<file path="src/hw/rv_decode_macros.svh">
// Data and register widths, RV32I major opcode values

`ifndef RV_DECODE_MACROS_SVH
`define RV_DECODE_MACROS_SVH

// Widths fixed by the ISA
`define XLEN       32
`define ILEN       32
`define GPR_ADDR_W 5
`define GPR_NUM    32

// Major opcodes, instr[6:0]
`define OPC_LUI    7'b0110111
`define OPC_AUIPC  7'b0010111
`define OPC_JAL    7'b1101111
`define OPC_JALR   7'b1100111
`define OPC_BRANCH 7'b1100011
`define OPC_LOAD   7'b0000011
`define OPC_STORE  7'b0100011
`define OPC_OP_IMM 7'b0010011
`define OPC_OP     7'b0110011

`endif

</file>
<file path="src/hw/rv_decode_pkg.sv">
// Decode stage enums, control and packet structs, instruction format union

`include "rv_decode_macros.svh"

package rv_decode_pkg;

  typedef enum logic [4:0] {
    ALU_ADD, ALU_SUB, ALU_SLL, ALU_SLT, ALU_SLTU,
    ALU_XOR, ALU_SRL, ALU_SRA, ALU_OR, ALU_AND,
    ALU_EQ, ALU_NE, ALU_LT, ALU_GE, ALU_LTU, ALU_GEU
  } alu_op_e;

  typedef enum logic [1:0] {RS1_DATA, CURRENT_PC, ZERO} op1_sel_e;

  typedef enum logic [1:0] {RS2_DATA, IMM_I, IMM_U, NEXT_PC} op2_sel_e;

  // Same encoding as funct3 of loads and stores
  typedef enum logic [2:0] {
    MEM_BYTE   = 3'b000,
    MEM_HALF   = 3'b001,
    MEM_WORD   = 3'b010,
    MEM_BYTE_U = 3'b100,
    MEM_HALF_U = 3'b101
  } mem_size_e;

  typedef enum logic {ALU_RESULT, LSU_DATA} wb_src_e;

  ////////////////////////////////////////////////
  // Instruction formats

  typedef struct packed {
    logic [6:0] funct7;
    logic [4:0] rs2;
    logic [4:0] rs1;
    logic [2:0] funct3;
    logic [4:0] rd;
    logic [6:0] opcode;
  } instr_r_t;

  typedef struct packed {
    logic [11:0] imm_11_0;
    logic [4:0]  rs1;
    logic [2:0]  funct3;
    logic [4:0]  rd;
    logic [6:0]  opcode;
  } instr_i_t;

  typedef struct packed {
    logic [6:0] imm_11_5;
    logic [4:0] rs2;
    logic [4:0] rs1;
    logic [2:0] funct3;
    logic [4:0] imm_4_0;
    logic [6:0] opcode;
  } instr_s_t;

  typedef struct packed {
    logic       imm_12;
    logic [5:0] imm_10_5;
    logic [4:0] rs2;
    logic [4:0] rs1;
    logic [2:0] funct3;
    logic [3:0] imm_4_1;
    logic       imm_11;
    logic [6:0] opcode;
  } instr_b_t;

  typedef struct packed {
    logic [19:0] imm_31_12;
    logic [4:0]  rd;
    logic [6:0]  opcode;
  } instr_u_t;

  typedef struct packed {
    logic       imm_20;
    logic [9:0] imm_10_1;
    logic       imm_11;
    logic [7:0] imm_19_12;
    logic [4:0] rd;
    logic [6:0] opcode;
  } instr_j_t;

  typedef union packed {
    logic [`ILEN-1:0] raw;
    instr_r_t         r;
    instr_i_t         i;
    instr_s_t         s;
    instr_b_t         b;
    instr_u_t         u;
    instr_j_t         j;
  } instr_u;

  ////////////////////////////////////////////////
  // Stage structs

  typedef struct packed {
    logic      rs1_re;
    logic      rs2_re;
    op1_sel_e  op1_sel;
    op2_sel_e  op2_sel;
    alu_op_e   alu_op;
    logic      mem_req;
    logic      mem_we;
    mem_size_e mem_size;
    logic      wb_we;
    wb_src_e   wb_src;
    logic      branch;
    logic      jal;
    logic      jalr;
    logic      load;
    logic      illegal;
  } decode_ctrl_t;

  typedef struct packed {
    logic                   en;
    logic [`GPR_ADDR_W-1:0] addr;
    logic [`XLEN-1:0]       data;
  } gpr_wr_t;

  typedef struct packed {
    logic [`XLEN-1:0]       op1;
    logic [`XLEN-1:0]       op2;
    alu_op_e                alu_op;
    logic                   mem_req;
    logic                   mem_we;
    mem_size_e              mem_size;
    logic [`XLEN-1:0]       mem_addr;
    logic [`XLEN-1:0]       mem_data;
    logic                   gpr_we;
    logic [`GPR_ADDR_W-1:0] gpr_addr;
    wb_src_e                gpr_src;
    logic                   branch;
    logic                   jal;
    logic                   jalr;
    logic                   illegal;
    logic [`XLEN-1:0]       target_pc;
    logic [`XLEN-1:0]       next_pc;
    logic                   br_j_taken;
  } issue_pkt_t;

  typedef struct packed {
    logic [`GPR_ADDR_W-1:0] rs1_addr;
    logic                   rs1_req;
    logic [`GPR_ADDR_W-1:0] rs2_addr;
    logic                   rs2_req;
  } src_req_t;

endpackage

</file>
<file path="src/hw/rv_decode_stage.sv">
// Decode stage top: decoder, register file, operand unit, issue register

`timescale 1ns/1ns

`include "rv_decode_macros.svh"

module rv_decode_stage (
  input  logic                      clk_i,
  input  logic                      arstn_i,

  // Fetch
  input  rv_decode_pkg::instr_u     f_instr_i,
  input  logic [`XLEN-1:0]          f_current_pc_i,
  input  logic [`XLEN-1:0]          f_next_pc_i,
  input  logic                      f_valid_i,

  // Control unit
  input  logic                      cu_stall_f_i,
  input  logic                      cu_stall_d_i,
  input  logic                      cu_kill_d_i,

  // Writeback
  input  rv_decode_pkg::gpr_wr_t    m_gpr_wr_i,

  output logic                      d_valid_o,
  output rv_decode_pkg::issue_pkt_t d_issue_o,
  output rv_decode_pkg::src_req_t   d_src_req_o
);

  import rv_decode_pkg::*;

  decode_ctrl_t     ctrl;
  issue_pkt_t       pkt_next;
  logic [`XLEN-1:0] rs1_data;
  logic [`XLEN-1:0] rs2_data;
  logic             accept;

  rv_instr_decoder i_rv_instr_decoder (
    .instr_i ( f_instr_i ),
    .ctrl_o  ( ctrl      )
  );

  rv_gpr_file i_rv_gpr_file (
    .clk_i      ( clk_i          ),
    .arstn_i    ( arstn_i        ),
    .wr_i       ( m_gpr_wr_i     ),
    .rs1_addr_i ( f_instr_i.r.rs1 ),
    .rs2_addr_i ( f_instr_i.r.rs2 ),
    .rs1_data_o ( rs1_data       ),
    .rs2_data_o ( rs2_data       )
  );

  rv_operand_unit i_rv_operand_unit (
    .instr_i      ( f_instr_i      ),
    .ctrl_i       ( ctrl           ),
    .rs1_data_i   ( rs1_data       ),
    .rs2_data_i   ( rs2_data       ),
    .current_pc_i ( f_current_pc_i ),
    .next_pc_i    ( f_next_pc_i    ),
    .pkt_o        ( pkt_next       )
  );

  ////////////////////////////////////////////////
  // Issue

  assign accept = f_valid_i & ~cu_stall_f_i;

  rv_issue_register i_rv_issue_register (
    .clk_i    ( clk_i        ),
    .arstn_i  ( arstn_i      ),
    .accept_i ( accept       ),
    .stall_i  ( cu_stall_d_i ),
    .kill_i   ( cu_kill_d_i  ),
    .pkt_i    ( pkt_next     ),
    .valid_o  ( d_valid_o    ),
    .pkt_o    ( d_issue_o    )
  );

  // Source registers for the hazard unit, same cycle
  assign d_src_req_o.rs1_addr = f_instr_i.r.rs1;
  assign d_src_req_o.rs1_req  = ctrl.rs1_re;
  assign d_src_req_o.rs2_addr = f_instr_i.r.rs2;
  assign d_src_req_o.rs2_req  = ctrl.rs2_re;

endmodule

</file>
<file path="src/hw/rv_gpr_file.sv">
// 32-entry general purpose register file, two read ports, one write port

`timescale 1ns/1ns

`include "rv_decode_macros.svh"

module rv_gpr_file (
  input  logic                   clk_i,
  input  logic                   arstn_i,
  input  rv_decode_pkg::gpr_wr_t wr_i,
  input  logic [`GPR_ADDR_W-1:0] rs1_addr_i,
  input  logic [`GPR_ADDR_W-1:0] rs2_addr_i,
  output logic [`XLEN-1:0]       rs1_data_o,
  output logic [`XLEN-1:0]       rs2_data_o
);

  logic [`XLEN-1:0] regs [0:`GPR_NUM-1];

  // x0 is never written
  always_ff @(posedge clk_i or negedge arstn_i) begin
    if (!arstn_i) begin
      for (int k = 0; k < `GPR_NUM; k++) begin
        regs[k] <= '0;
      end
    end else if (wr_i.en && (wr_i.addr != '0)) begin
      regs[wr_i.addr] <= wr_i.data;
    end
  end

  // No write bypass, new value visible next cycle
  assign rs1_data_o = (rs1_addr_i == '0) ? '0 : regs[rs1_addr_i];
  assign rs2_data_o = (rs2_addr_i == '0) ? '0 : regs[rs2_addr_i];

endmodule

</file>
<file path="src/hw/rv_instr_decoder.sv">
// RV32I instruction decoder producing the stage control fields

`timescale 1ns/1ns

`include "rv_decode_macros.svh"

module rv_instr_decoder (
  input  rv_decode_pkg::instr_u       instr_i,
  output rv_decode_pkg::decode_ctrl_t ctrl_o
);

  import rv_decode_pkg::*;

  logic [6:0] opcode;
  logic [2:0] funct3;
  logic       funct7_b5;

  // Register-register and register-immediate ALU ops share funct3
  function automatic alu_op_e arith_op(input logic [2:0] f3, input logic alt);
    alu_op_e op;
    case (f3)
      3'b000:  op = alt ? ALU_SUB : ALU_ADD;
      3'b001:  op = ALU_SLL;
      3'b010:  op = ALU_SLT;
      3'b011:  op = ALU_SLTU;
      3'b100:  op = ALU_XOR;
      3'b101:  op = alt ? ALU_SRA : ALU_SRL;
      3'b110:  op = ALU_OR;
      default: op = ALU_AND;
    endcase
    return op;
  endfunction

  function automatic alu_op_e branch_op(input logic [2:0] f3);
    alu_op_e op;
    case (f3)
      3'b001:  op = ALU_NE;
      3'b100:  op = ALU_LT;
      3'b101:  op = ALU_GE;
      3'b110:  op = ALU_LTU;
      3'b111:  op = ALU_GEU;
      default: op = ALU_EQ;
    endcase
    return op;
  endfunction

  assign opcode    = instr_i.r.opcode;
  assign funct3    = instr_i.r.funct3;
  assign funct7_b5 = instr_i.r.funct7[5];

  always_comb begin
    ctrl_o          = '0;
    ctrl_o.op1_sel  = RS1_DATA;
    ctrl_o.op2_sel  = RS2_DATA;
    ctrl_o.alu_op   = ALU_ADD;
    ctrl_o.mem_size = mem_size_e'(funct3);
    ctrl_o.wb_src   = ALU_RESULT;

    case (opcode)
      `OPC_LUI: begin
        ctrl_o.op1_sel = ZERO;
        ctrl_o.op2_sel = IMM_U;
        ctrl_o.wb_we   = 1'b1;
      end
      `OPC_AUIPC: begin
        ctrl_o.op1_sel = CURRENT_PC;
        ctrl_o.op2_sel = IMM_U;
        ctrl_o.wb_we   = 1'b1;
      end
      // Link value is 0 + next_pc, added in execute
      `OPC_JAL: begin
        ctrl_o.op1_sel = ZERO;
        ctrl_o.op2_sel = NEXT_PC;
        ctrl_o.wb_we   = 1'b1;
        ctrl_o.jal     = 1'b1;
      end
      `OPC_JALR: begin
        ctrl_o.rs1_re  = 1'b1;
        ctrl_o.op1_sel = ZERO;
        ctrl_o.op2_sel = NEXT_PC;
        ctrl_o.wb_we   = 1'b1;
        ctrl_o.jalr    = 1'b1;
      end
      `OPC_BRANCH: begin
        ctrl_o.rs1_re = 1'b1;
        ctrl_o.rs2_re = 1'b1;
        ctrl_o.alu_op = branch_op(funct3);
        ctrl_o.branch = 1'b1;
      end
      `OPC_LOAD: begin
        ctrl_o.rs1_re  = 1'b1;
        ctrl_o.op2_sel = IMM_I;
        ctrl_o.mem_req = 1'b1;
        ctrl_o.load    = 1'b1;
        ctrl_o.wb_we   = 1'b1;
        ctrl_o.wb_src  = LSU_DATA;
      end
      // Store data leaves through op2
      `OPC_STORE: begin
        ctrl_o.rs1_re  = 1'b1;
        ctrl_o.rs2_re  = 1'b1;
        ctrl_o.mem_req = 1'b1;
        ctrl_o.mem_we  = 1'b1;
      end
      `OPC_OP_IMM: begin
        ctrl_o.rs1_re  = 1'b1;
        ctrl_o.op2_sel = IMM_I;
        ctrl_o.alu_op  = arith_op(funct3, funct7_b5 & (funct3 == 3'b101));
        ctrl_o.wb_we   = 1'b1;
      end
      `OPC_OP: begin
        ctrl_o.rs1_re = 1'b1;
        ctrl_o.rs2_re = 1'b1;
        ctrl_o.alu_op = arith_op(funct3, funct7_b5);
        ctrl_o.wb_we  = 1'b1;
      end
      default: begin
        ctrl_o.illegal = 1'b1;
      end
    endcase
  end

endmodule

</file>
<file path="src/hw/rv_issue_register.sv">
// One-entry issue register with valid flag, stall hold and kill

`timescale 1ns/1ns

module rv_issue_register (
  input  logic                      clk_i,
  input  logic                      arstn_i,
  input  logic                      accept_i,
  input  logic                      stall_i,
  input  logic                      kill_i,
  input  rv_decode_pkg::issue_pkt_t pkt_i,
  output logic                      valid_o,
  output rv_decode_pkg::issue_pkt_t pkt_o
);

  import rv_decode_pkg::*;

  logic       valid_q;
  issue_pkt_t pkt_q;

  // Kill wins over stall
  always_ff @(posedge clk_i or negedge arstn_i) begin
    if (!arstn_i) begin
      valid_q <= 1'b0;
    end else if (kill_i) begin
      valid_q <= 1'b0;
    end else if (!stall_i) begin
      valid_q <= accept_i;
    end
  end

  // Payload only moves on an accepted, unstalled cycle
  always_ff @(posedge clk_i) begin
    if (accept_i && !stall_i) begin
      pkt_q <= pkt_i;
    end
  end

  assign valid_o = valid_q;
  assign pkt_o   = pkt_q;

endmodule

</file>
<file path="src/hw/rv_operand_unit.sv">
// Immediate generation, operand selection, memory address and data, target PC

`timescale 1ns/1ns

`include "rv_decode_macros.svh"

module rv_operand_unit (
  input  rv_decode_pkg::instr_u       instr_i,
  input  rv_decode_pkg::decode_ctrl_t ctrl_i,
  input  logic [`XLEN-1:0]            rs1_data_i,
  input  logic [`XLEN-1:0]            rs2_data_i,
  input  logic [`XLEN-1:0]            current_pc_i,
  input  logic [`XLEN-1:0]            next_pc_i,
  output rv_decode_pkg::issue_pkt_t   pkt_o
);

  import rv_decode_pkg::*;

  logic [`XLEN-1:0] imm_i;
  logic [`XLEN-1:0] imm_s;
  logic [`XLEN-1:0] imm_b;
  logic [`XLEN-1:0] imm_u;
  logic [`XLEN-1:0] imm_j;
  logic [`XLEN-1:0] op1;
  logic [`XLEN-1:0] op2;
  logic [`XLEN-1:0] target_pc;

  ////////////////////////////////////////////////
  // Immediates

  assign imm_i = {{20{instr_i.i.imm_11_0[11]}}, instr_i.i.imm_11_0};
  assign imm_s = {{20{instr_i.s.imm_11_5[6]}}, instr_i.s.imm_11_5, instr_i.s.imm_4_0};
  assign imm_b = {{19{instr_i.b.imm_12}}, instr_i.b.imm_12, instr_i.b.imm_11,
                  instr_i.b.imm_10_5, instr_i.b.imm_4_1, 1'b0};
  assign imm_u = {instr_i.u.imm_31_12, 12'b0};
  assign imm_j = {{11{instr_i.j.imm_20}}, instr_i.j.imm_20, instr_i.j.imm_19_12,
                  instr_i.j.imm_11, instr_i.j.imm_10_1, 1'b0};

  ////////////////////////////////////////////////
  // Operands

  always_comb begin
    case (ctrl_i.op1_sel)
      RS1_DATA:   op1 = rs1_data_i;
      CURRENT_PC: op1 = current_pc_i;
      default:    op1 = '0;
    endcase
  end

  always_comb begin
    case (ctrl_i.op2_sel)
      RS2_DATA: op2 = rs2_data_i;
      IMM_I:    op2 = imm_i;
      IMM_U:    op2 = imm_u;
      default:  op2 = next_pc_i;
    endcase
  end

  // JALR target has bit 0 cleared
  always_comb begin
    if (ctrl_i.jalr) begin
      target_pc = (rs1_data_i + imm_i) & ~`XLEN'd1;
    end else if (ctrl_i.jal) begin
      target_pc = current_pc_i + imm_j;
    end else begin
      target_pc = current_pc_i + imm_b;
    end
  end

  always_comb begin
    pkt_o.op1        = op1;
    pkt_o.op2        = op2;
    pkt_o.alu_op     = ctrl_i.alu_op;
    pkt_o.mem_req    = ctrl_i.mem_req;
    pkt_o.mem_we     = ctrl_i.mem_we;
    pkt_o.mem_size   = ctrl_i.mem_size;
    pkt_o.mem_addr   = op1 + (ctrl_i.load ? imm_i : imm_s);
    pkt_o.mem_data   = op2;
    pkt_o.gpr_we     = ctrl_i.wb_we;
    pkt_o.gpr_addr   = instr_i.r.rd;
    pkt_o.gpr_src    = ctrl_i.wb_src;
    pkt_o.branch     = ctrl_i.branch;
    pkt_o.jal        = ctrl_i.jal;
    pkt_o.jalr       = ctrl_i.jalr;
    pkt_o.illegal    = ctrl_i.illegal;
    pkt_o.target_pc  = target_pc;
    pkt_o.next_pc    = next_pc_i;
    pkt_o.br_j_taken = ctrl_i.jal | ctrl_i.jalr;
  end

endmodule

</file>
<file path="config.mk">
export PLATFORM = sky130hd
export DESIGN_NAME = rv_decode_stage
export DESIGN_NICKNAME = d
export VERILOG_FILES = /design/src/hw/rv_decode_pkg.sv /design/src/hw/rv_decode_stage.sv /design/src/hw/rv_gpr_file.sv /design/src/hw/rv_instr_decoder.sv /design/src/hw/rv_issue_register.sv /design/src/hw/rv_operand_unit.sv
export VERILOG_INCLUDE_DIRS = /design/src /design/src/hw
export SDC_FILE = /design/constraint.sdc
export NUM_CORES = 2
export LEC_CHECK = 0
export BUFFER_PORTS_ARGS = -buffer_cell sky130_fd_sc_hd__buf_2
export CAP_MARGIN = 5
export CORE_ASPECT_RATIO = 0.8
export CORE_MARGIN = 3
export CORE_UTILIZATION = 56
export CTS_CLUSTER_DIAMETER = 60
export DETAILED_ROUTE_END_ITERATION = 16
export GPL_TIMING_DRIVEN = 0
export PLACE_DENSITY = 0.77
export SKIP_CTS_REPAIR_TIMING = 1
export SKIP_LAST_GASP = 1
export SYNTH_ARGS = -nofsm -noshare
export SYNTH_HDL_FRONTEND = slang
export SYNTH_SLANG_ARGS = --single-unit
</file>
<file path="constraint.sdc">
create_clock -name clk_i -period 4.5 [get_ports clk_i]
set_input_delay 0.675 -clock clk_i [delete_from_list [all_inputs] [get_ports clk_i]]
set_output_delay 0.675 -clock clk_i [all_outputs]
set_load 0.005 [all_outputs]
</file>
-- Yosys cells after proc, flatten, opt, wreduce, memory -nomap -nowiden
Index checks and enable logic that the tools add are counted.
- register bits: 1207
- RAM bits: 0
- memory bits (read-only): 0
- memories kept: 0
- output and inout port bits: 227
- latch bits: 0
- logic and storage cells: 143
- div/mod/pow operators: 0
- multiply operators: 0
- reductions and logical operators: 19
- multiplexer cells: 38
- bitwise operators: 7
- shifts and indexed selects: 0
- $add $sub $neg: 4
- magnitude comparators: 4
- equality and inequality tests: 20
- operators with widths (kind ; number):
    1024-bit bitwise mux ; 1
    32-bit binary-select mux with 5-bit select ; 2
    32-bit 2-to-1 mux ; 9
    32-bit demux with 5-bit select ; 1
    32-bit adder ; 4
    32-bit one-hot mux with 3 select lines ; 1
    5-bit one-hot mux with 7 select lines ; 2
    32-bit one-hot mux with 2 select lines ; 1
    7-bit by 6-bit == test with 1-bit output (second input constant) ; 3
    7-bit == test (second input constant) ; 3
    6-bit greater-or-equal comparator (second input constant) ; 3
    5-bit inverter with 6-bit output ; 3
    1-bit 2-to-1 mux ; 16
    3-bit one-hot mux with 5 select lines ; 1
    5-bit one-hot mux with 3 select lines ; 1
    7-bit by 5-bit == test with 1-bit output (second input constant) ; 2
    3-bit == test (second input constant) ; 4
    5-bit zero test ; 2
    9-bit OR reduction ; 1
    2-bit OR reduction ; 4
    7-bit by 2-bit == test with 1-bit output (second input constant) ; 1
    7-bit OR reduction ; 1
    3-bit by 2-bit == test with 1-bit output (second input constant) ; 2
    6-bit by 1-bit < comparator with 1-bit output (second input constant) ; 1
    other kinds (17) ; 23

-- Longest topological paths before layout
- depth in word-level cells: 7
- depth in mapped cells: 21
- depth with buffers taken out: 18

-- Cells and area by module
A second synthesis with hierarchy kept.
- cells, all modules: 4884
- area total of the unflattened synthesis: 68331.8 um^2
- by module, submodules not included (module ; cells an instance ; sequential area each (um^2) ; area each (um^2) ; instances):
    rv_gpr_file ; 3621 ; 25624.6 ; 54369.6 ; 1
    rv_operand_unit ; 965 ; 0.0 ; 6947.9 ; 1
    rv_issue_register ; 218 ; 6451.2 ; 6473.7 ; 1
    rv_instr_decoder ; 69 ; 0.0 ; 451.7 ; 1
    rv_decode_stage ; 11 ; 0.0 ; 88.8 ; 1

-- Worst setup path after synthesis
Ideal clock, no wire load.
- path kind: input to register
- from: in cu_stall_d_i
- to: reg i_rv_issue_register.pkt_q, in the netlist i_rv_issue_register.pkt_o[0] (enable)
- required time: 3513 ps
- slack: -10323 ps
- buffers on the path: 0
- arrival: 13836 ps
- stages: 1
- cell sequence: nor3b_1
- longest elaborated chain between the ends: 2
- ends and longest elaborated chain (element ; RTL line ; text):
    start, declared ; rv_decode_stage.sv:19 ; input logic cu_stall_d_i,
    1-bit zero test ; - ;
    1-bit logical AND ; rv_issue_register.sv:34 ; if (accept_i && !stall_i) begin
    end signal, assigned ; rv_issue_register.sv:35 ; pkt_q <= pkt_i;
    end, declared ; rv_issue_register.sv:19 ; issue_pkt_t pkt_q;
Every way passes these cells.
A chain may end at the register's enable or synchronous reset.

==> flow_summary.toml <==
[run_status]
outcome = "finished, violations left"
violations = "capacitance limit, slew limit, setup timing"

[die]
core_area_um2 = 115000
die_w_um = 389
start_util_pct = 56.9
die_h_um = 312
io_pins = 367
row_count = 111
fp.dieArea_um2 = 121000

[worst_setup_path]
path_cells = "clkbuf_4, buf_12, buf_12, buf_12, buf_8, mux4_2, mux4_2, mux2i_2, nor2_4, ha_2, a21o_1, a21o_1, a221o_1, a21o_1, a21o_1, o2bb2ai_2, a211oi_2, o21ai_1, xor2_1, mux2i_1, xnor2_1"
end_kind = "flop"
cp.arrival_ns = 5.73
worst_path_max_delay_cell = "mux2i_2"
crit_buf_inv = 5
cp-start-kind = "primary input"
worst_ep_required_time_ns = 4.95
critical_path.most_common_cell = "a21o_1"
crit_family = "multiplexers"
rrSetupSlack_ns = -0.50
worstPathMaxFanout = 11
worst-setup-path-type = "in2reg"
slowest_delay_ns = 0.67

[placement]
placed_cells = 6270
portBuffers = 361
gp_congestion = 0.989
dp_hpwl_um = 169000
place_area_um2 = 70500

[cells_and_area]
final-instance-count-excl-fill = 6673
drive_gt1_share_pct = 51.9
syn2layout_area_growth_pct = 18.4
n_fill_cell = 7870
fin_nets = 5269
fin_area_um2 = 77700

[drt]
drt-total-wl_um = 246000
antenna_left = 0
viasPerCell = 7.16
via_count = 47766
wl_per_cell_um = 36.8
drtIter0Drc = 6711
first_pass_iters = 6
drc = 0

[yosys]
ys_seq_area_share_pct = 47.4
synth_area_um2 = 65600
synth_mux_area_share_pct = 39.6
synth_xor_area_share_pct = 1.05
synth_compound_area_share_pct = 4.49
synth_area_per_cell_um2 = 15.1
netlist_instances = 4359
async_reset_ff_share_pct = 85.0
synthFlopType = "dfrtp_1"
synthAdderAreaFrac_pct = 1.83
synth_nets = 4593
yosys.area_share.simple_pct = 2.57
synth_top_family_by_area = "multiplexers"
ys_types = 78
ys_seq_elements = 1206
ys.warnings.count = 0
synth-edff-count = 181

[sta]
fin_hold_ws_ns = 0.0683
hold_viol = 0
fmax_ghz = 0.189
slew_violations = 88
finalClockSkew_ns = 0.0268
worstMarginPinSlew_ns = 1.69
worst_slack_ns = -0.783
rsz0062_at_grt = "yes"
period_minus_slack_ns = 5.28
setup-violations-final = 46
relSlewSlack_pct = -12.7
post-route-period-util_pct = 117
fin_setup_tns_ns = -17.37

[clock_network]
htreeDepth = 4
path_clk_slew_ns = 0.06
cts_tree = "yes"
numCtsBuffers = 130
clock_path_buffers = 3
clk_latency_ns = 0.77
cts-root-buf = "clkbuf_16"
cts_sinks = 1206

[grt]
grt_overflow = 0
grt_pass1_vias = 46090
grtUsageTotal_pct = 39.7
grt_max_degree = 174
grt_pass1_wl_um = 338000
antenna_found_initial = 22

[worst_hold_path]
hp-class = "in2reg"

[power_and_ir_drop]
vdd_drop_max_mv = 0.358
p_seq_share_pct = 41.6
switching_share_pct = 30.0
power.leakage_nw = 33.2
clkPwrFrac_pct = 31.4
power_density_nw_per_um2 = 447
internal-power_mw = 24.3
power.switching_mw = 10.4
combPwrFrac_pct = 27.0

[run]
cap_violations = 5
[routing by layer]
| layer | wire length, µm | global-route usage (%) | part of all wire, % | vias to the layer above |
|---|---|---|---|---|
| met4 | 16700 | 22.7 | 6.8 | 28 |
| met5 | 942 | 1.07 | 0.38 | - |
| met2 | 104000 | 55.6 | 42 | 3871 |
| met3 | 38500 | 20.3 | 16 | 961 |
| met1 | 85300 | 49.6 | 35 | 24637 |
| li1 | - | - | - | 18269 |
[worst paths after layout]
| check | depth (start not counted) | endpoint | start |
|---|---|---|---|
| worst max-delay path | 21 | i_rv_issue_register.pkt_o[64]$_DFFE_PP_ | f_instr_i[16] |
| worst min-delay path | 2 | i_rv_issue_register.valid_o$_DFFE_PN0P_ | cu_kill_d_i |
| worst max register to register | 16 | i_rv_issue_register.pkt_o[64]$_DFFE_PP_ | i_rv_gpr_file.regs[525]$_DFFE_PN0P_ |
| worst min register to register | 1 | i_rv_gpr_file.regs[1017]$_DFFE_PN0P_ | i_rv_gpr_file.regs[1017]$_DFFE_PN0P_ |
| max in group asynchronous | 5 | i_rv_gpr_file.regs[983]$_DFFE_PN0P_ | arstn_i |
| min in group asynchronous | 2 | i_rv_gpr_file.regs[840]$_DFFE_PN0P_ | arstn_i |
[worst register-to-register path, stage by stage, from the launching register on]
cell and delay [ns]:
dfrtp_1 0.39, mux4_2 0.53, mux4_2 0.54, mux2i_2 0.67, nor2_4 0.12, ha_2 0.25
a21o_1 0.18, a21o_1 0.23, a221o_1 0.36, a21o_1 0.17, a21o_1 0.19, o2bb2ai_2 0.14
a211oi_2 0.29, o21ai_1 0.14, xor2_1 0.17, mux2i_1 0.22, xnor2_1 0.09
[stage by stage]
stage | util, % | power (mW) | setup WS (ns)
2_1_floorplan | - | 20.0 | -1.23
3_3_place_gp | 60.6 | 22.4 | -19.39
3_5_place_dp | 61.1 | 22.8 | -2.92
4_1_cts | 64.8 | 33.6 | -2.13
5_1_grt | 67.3 | 35.8 | -0.821
6_report | 67.3 | 34.8 | -0.783
[synthesized netlist by cell type, types with 21 or more instances]
library cell  instances  area share (%)
mux2_2             1002              17
mux4_2              615              21
xor2_1               28            0.37
nor2_1              121            0.69
inv_1                21            0.12
xnor2_1              51            0.68
nand2_1              83            0.47
dfrtp_1            1025              39
a211oi_1             40            0.46
nor2b_1              31            0.30
buf_2                39            0.30
o21ai_0              72            0.55
mux2i_1              83             1.3
edfxtp_1            181             8.3
ha_1                 91             1.7
a21o_1               63            0.72
buf_1                93            0.53
clkbuf_1            281             1.6
a22o_1               32            0.43
buf_4                46            0.53
o21a_1               32            0.37
a21oi_1             136             1.0
[final cells by class]
type	instances	area [µm²]	area share, %
multi-input cells	2669	33500	43.1
flip-flops and latches	1206	31100	40.0
repair buffers	545	4080	5.24
clock buffers	188	3830	4.93
plain buffers	459	2810	3.62
well taps	1525	1910	2.45
clock inverters	40	413	0.531
inverters	24	93.8	0.121
diodes	17	42.5	0.0547
[layout by cell type (no fill, tap or decap), types with 26 or more instances in the layout]
master,instances
edfxtp_1,181
xnor2_1,46
a21o_1,63
nor2_1,95
xor2_1,26
nand2_1,80
o21ai_0,58
o21a_1,32
clkbuf_1,278
mux4_2,615
dfrtp_1,1025
buf_4,161
buf_12,27
buf_1,62
a22o_1,32
mux2_2,1002
mux2i_1,62
buf_8,31
a211oi_1,36
buf_2,379
a21oi_1,109
nor2b_1,30
clkbuf_16,149
ha_1,74
buf_16,33
[power groups by stage]
stage	combinational, mW	sequential (mW)	clock [mW]
6_report	9.39	14.4	10.9
4_1_cts	8.36	14.3	10.9
3_5_place_dp	8.30	14.5	0
3_3_place_gp	8.05	14.4	0
2_1_floorplan	5.92	14.1	0
5_1_grt	9.78	14.6	11.4
[cells by family after synthesis]
kind of cell               count (synthesis)
muxes                                   1700
DFF                                     1206
buffers and inverters                    484
AOI/OAI and AO/OA                        449
and+or+nand+nor                          346
adders and majority gates                 94
xor gates and xnor gates                  79
other                                      1
[registers in the layout (all words and copies together) (netlist names)]
name / cells
i_rv_gpr_file.regs: 1024
i_rv_issue_register.pkt_o: 181
i_rv_issue_register.valid_o: 1
No activity file was read; power rests on OpenSTA's default activity.
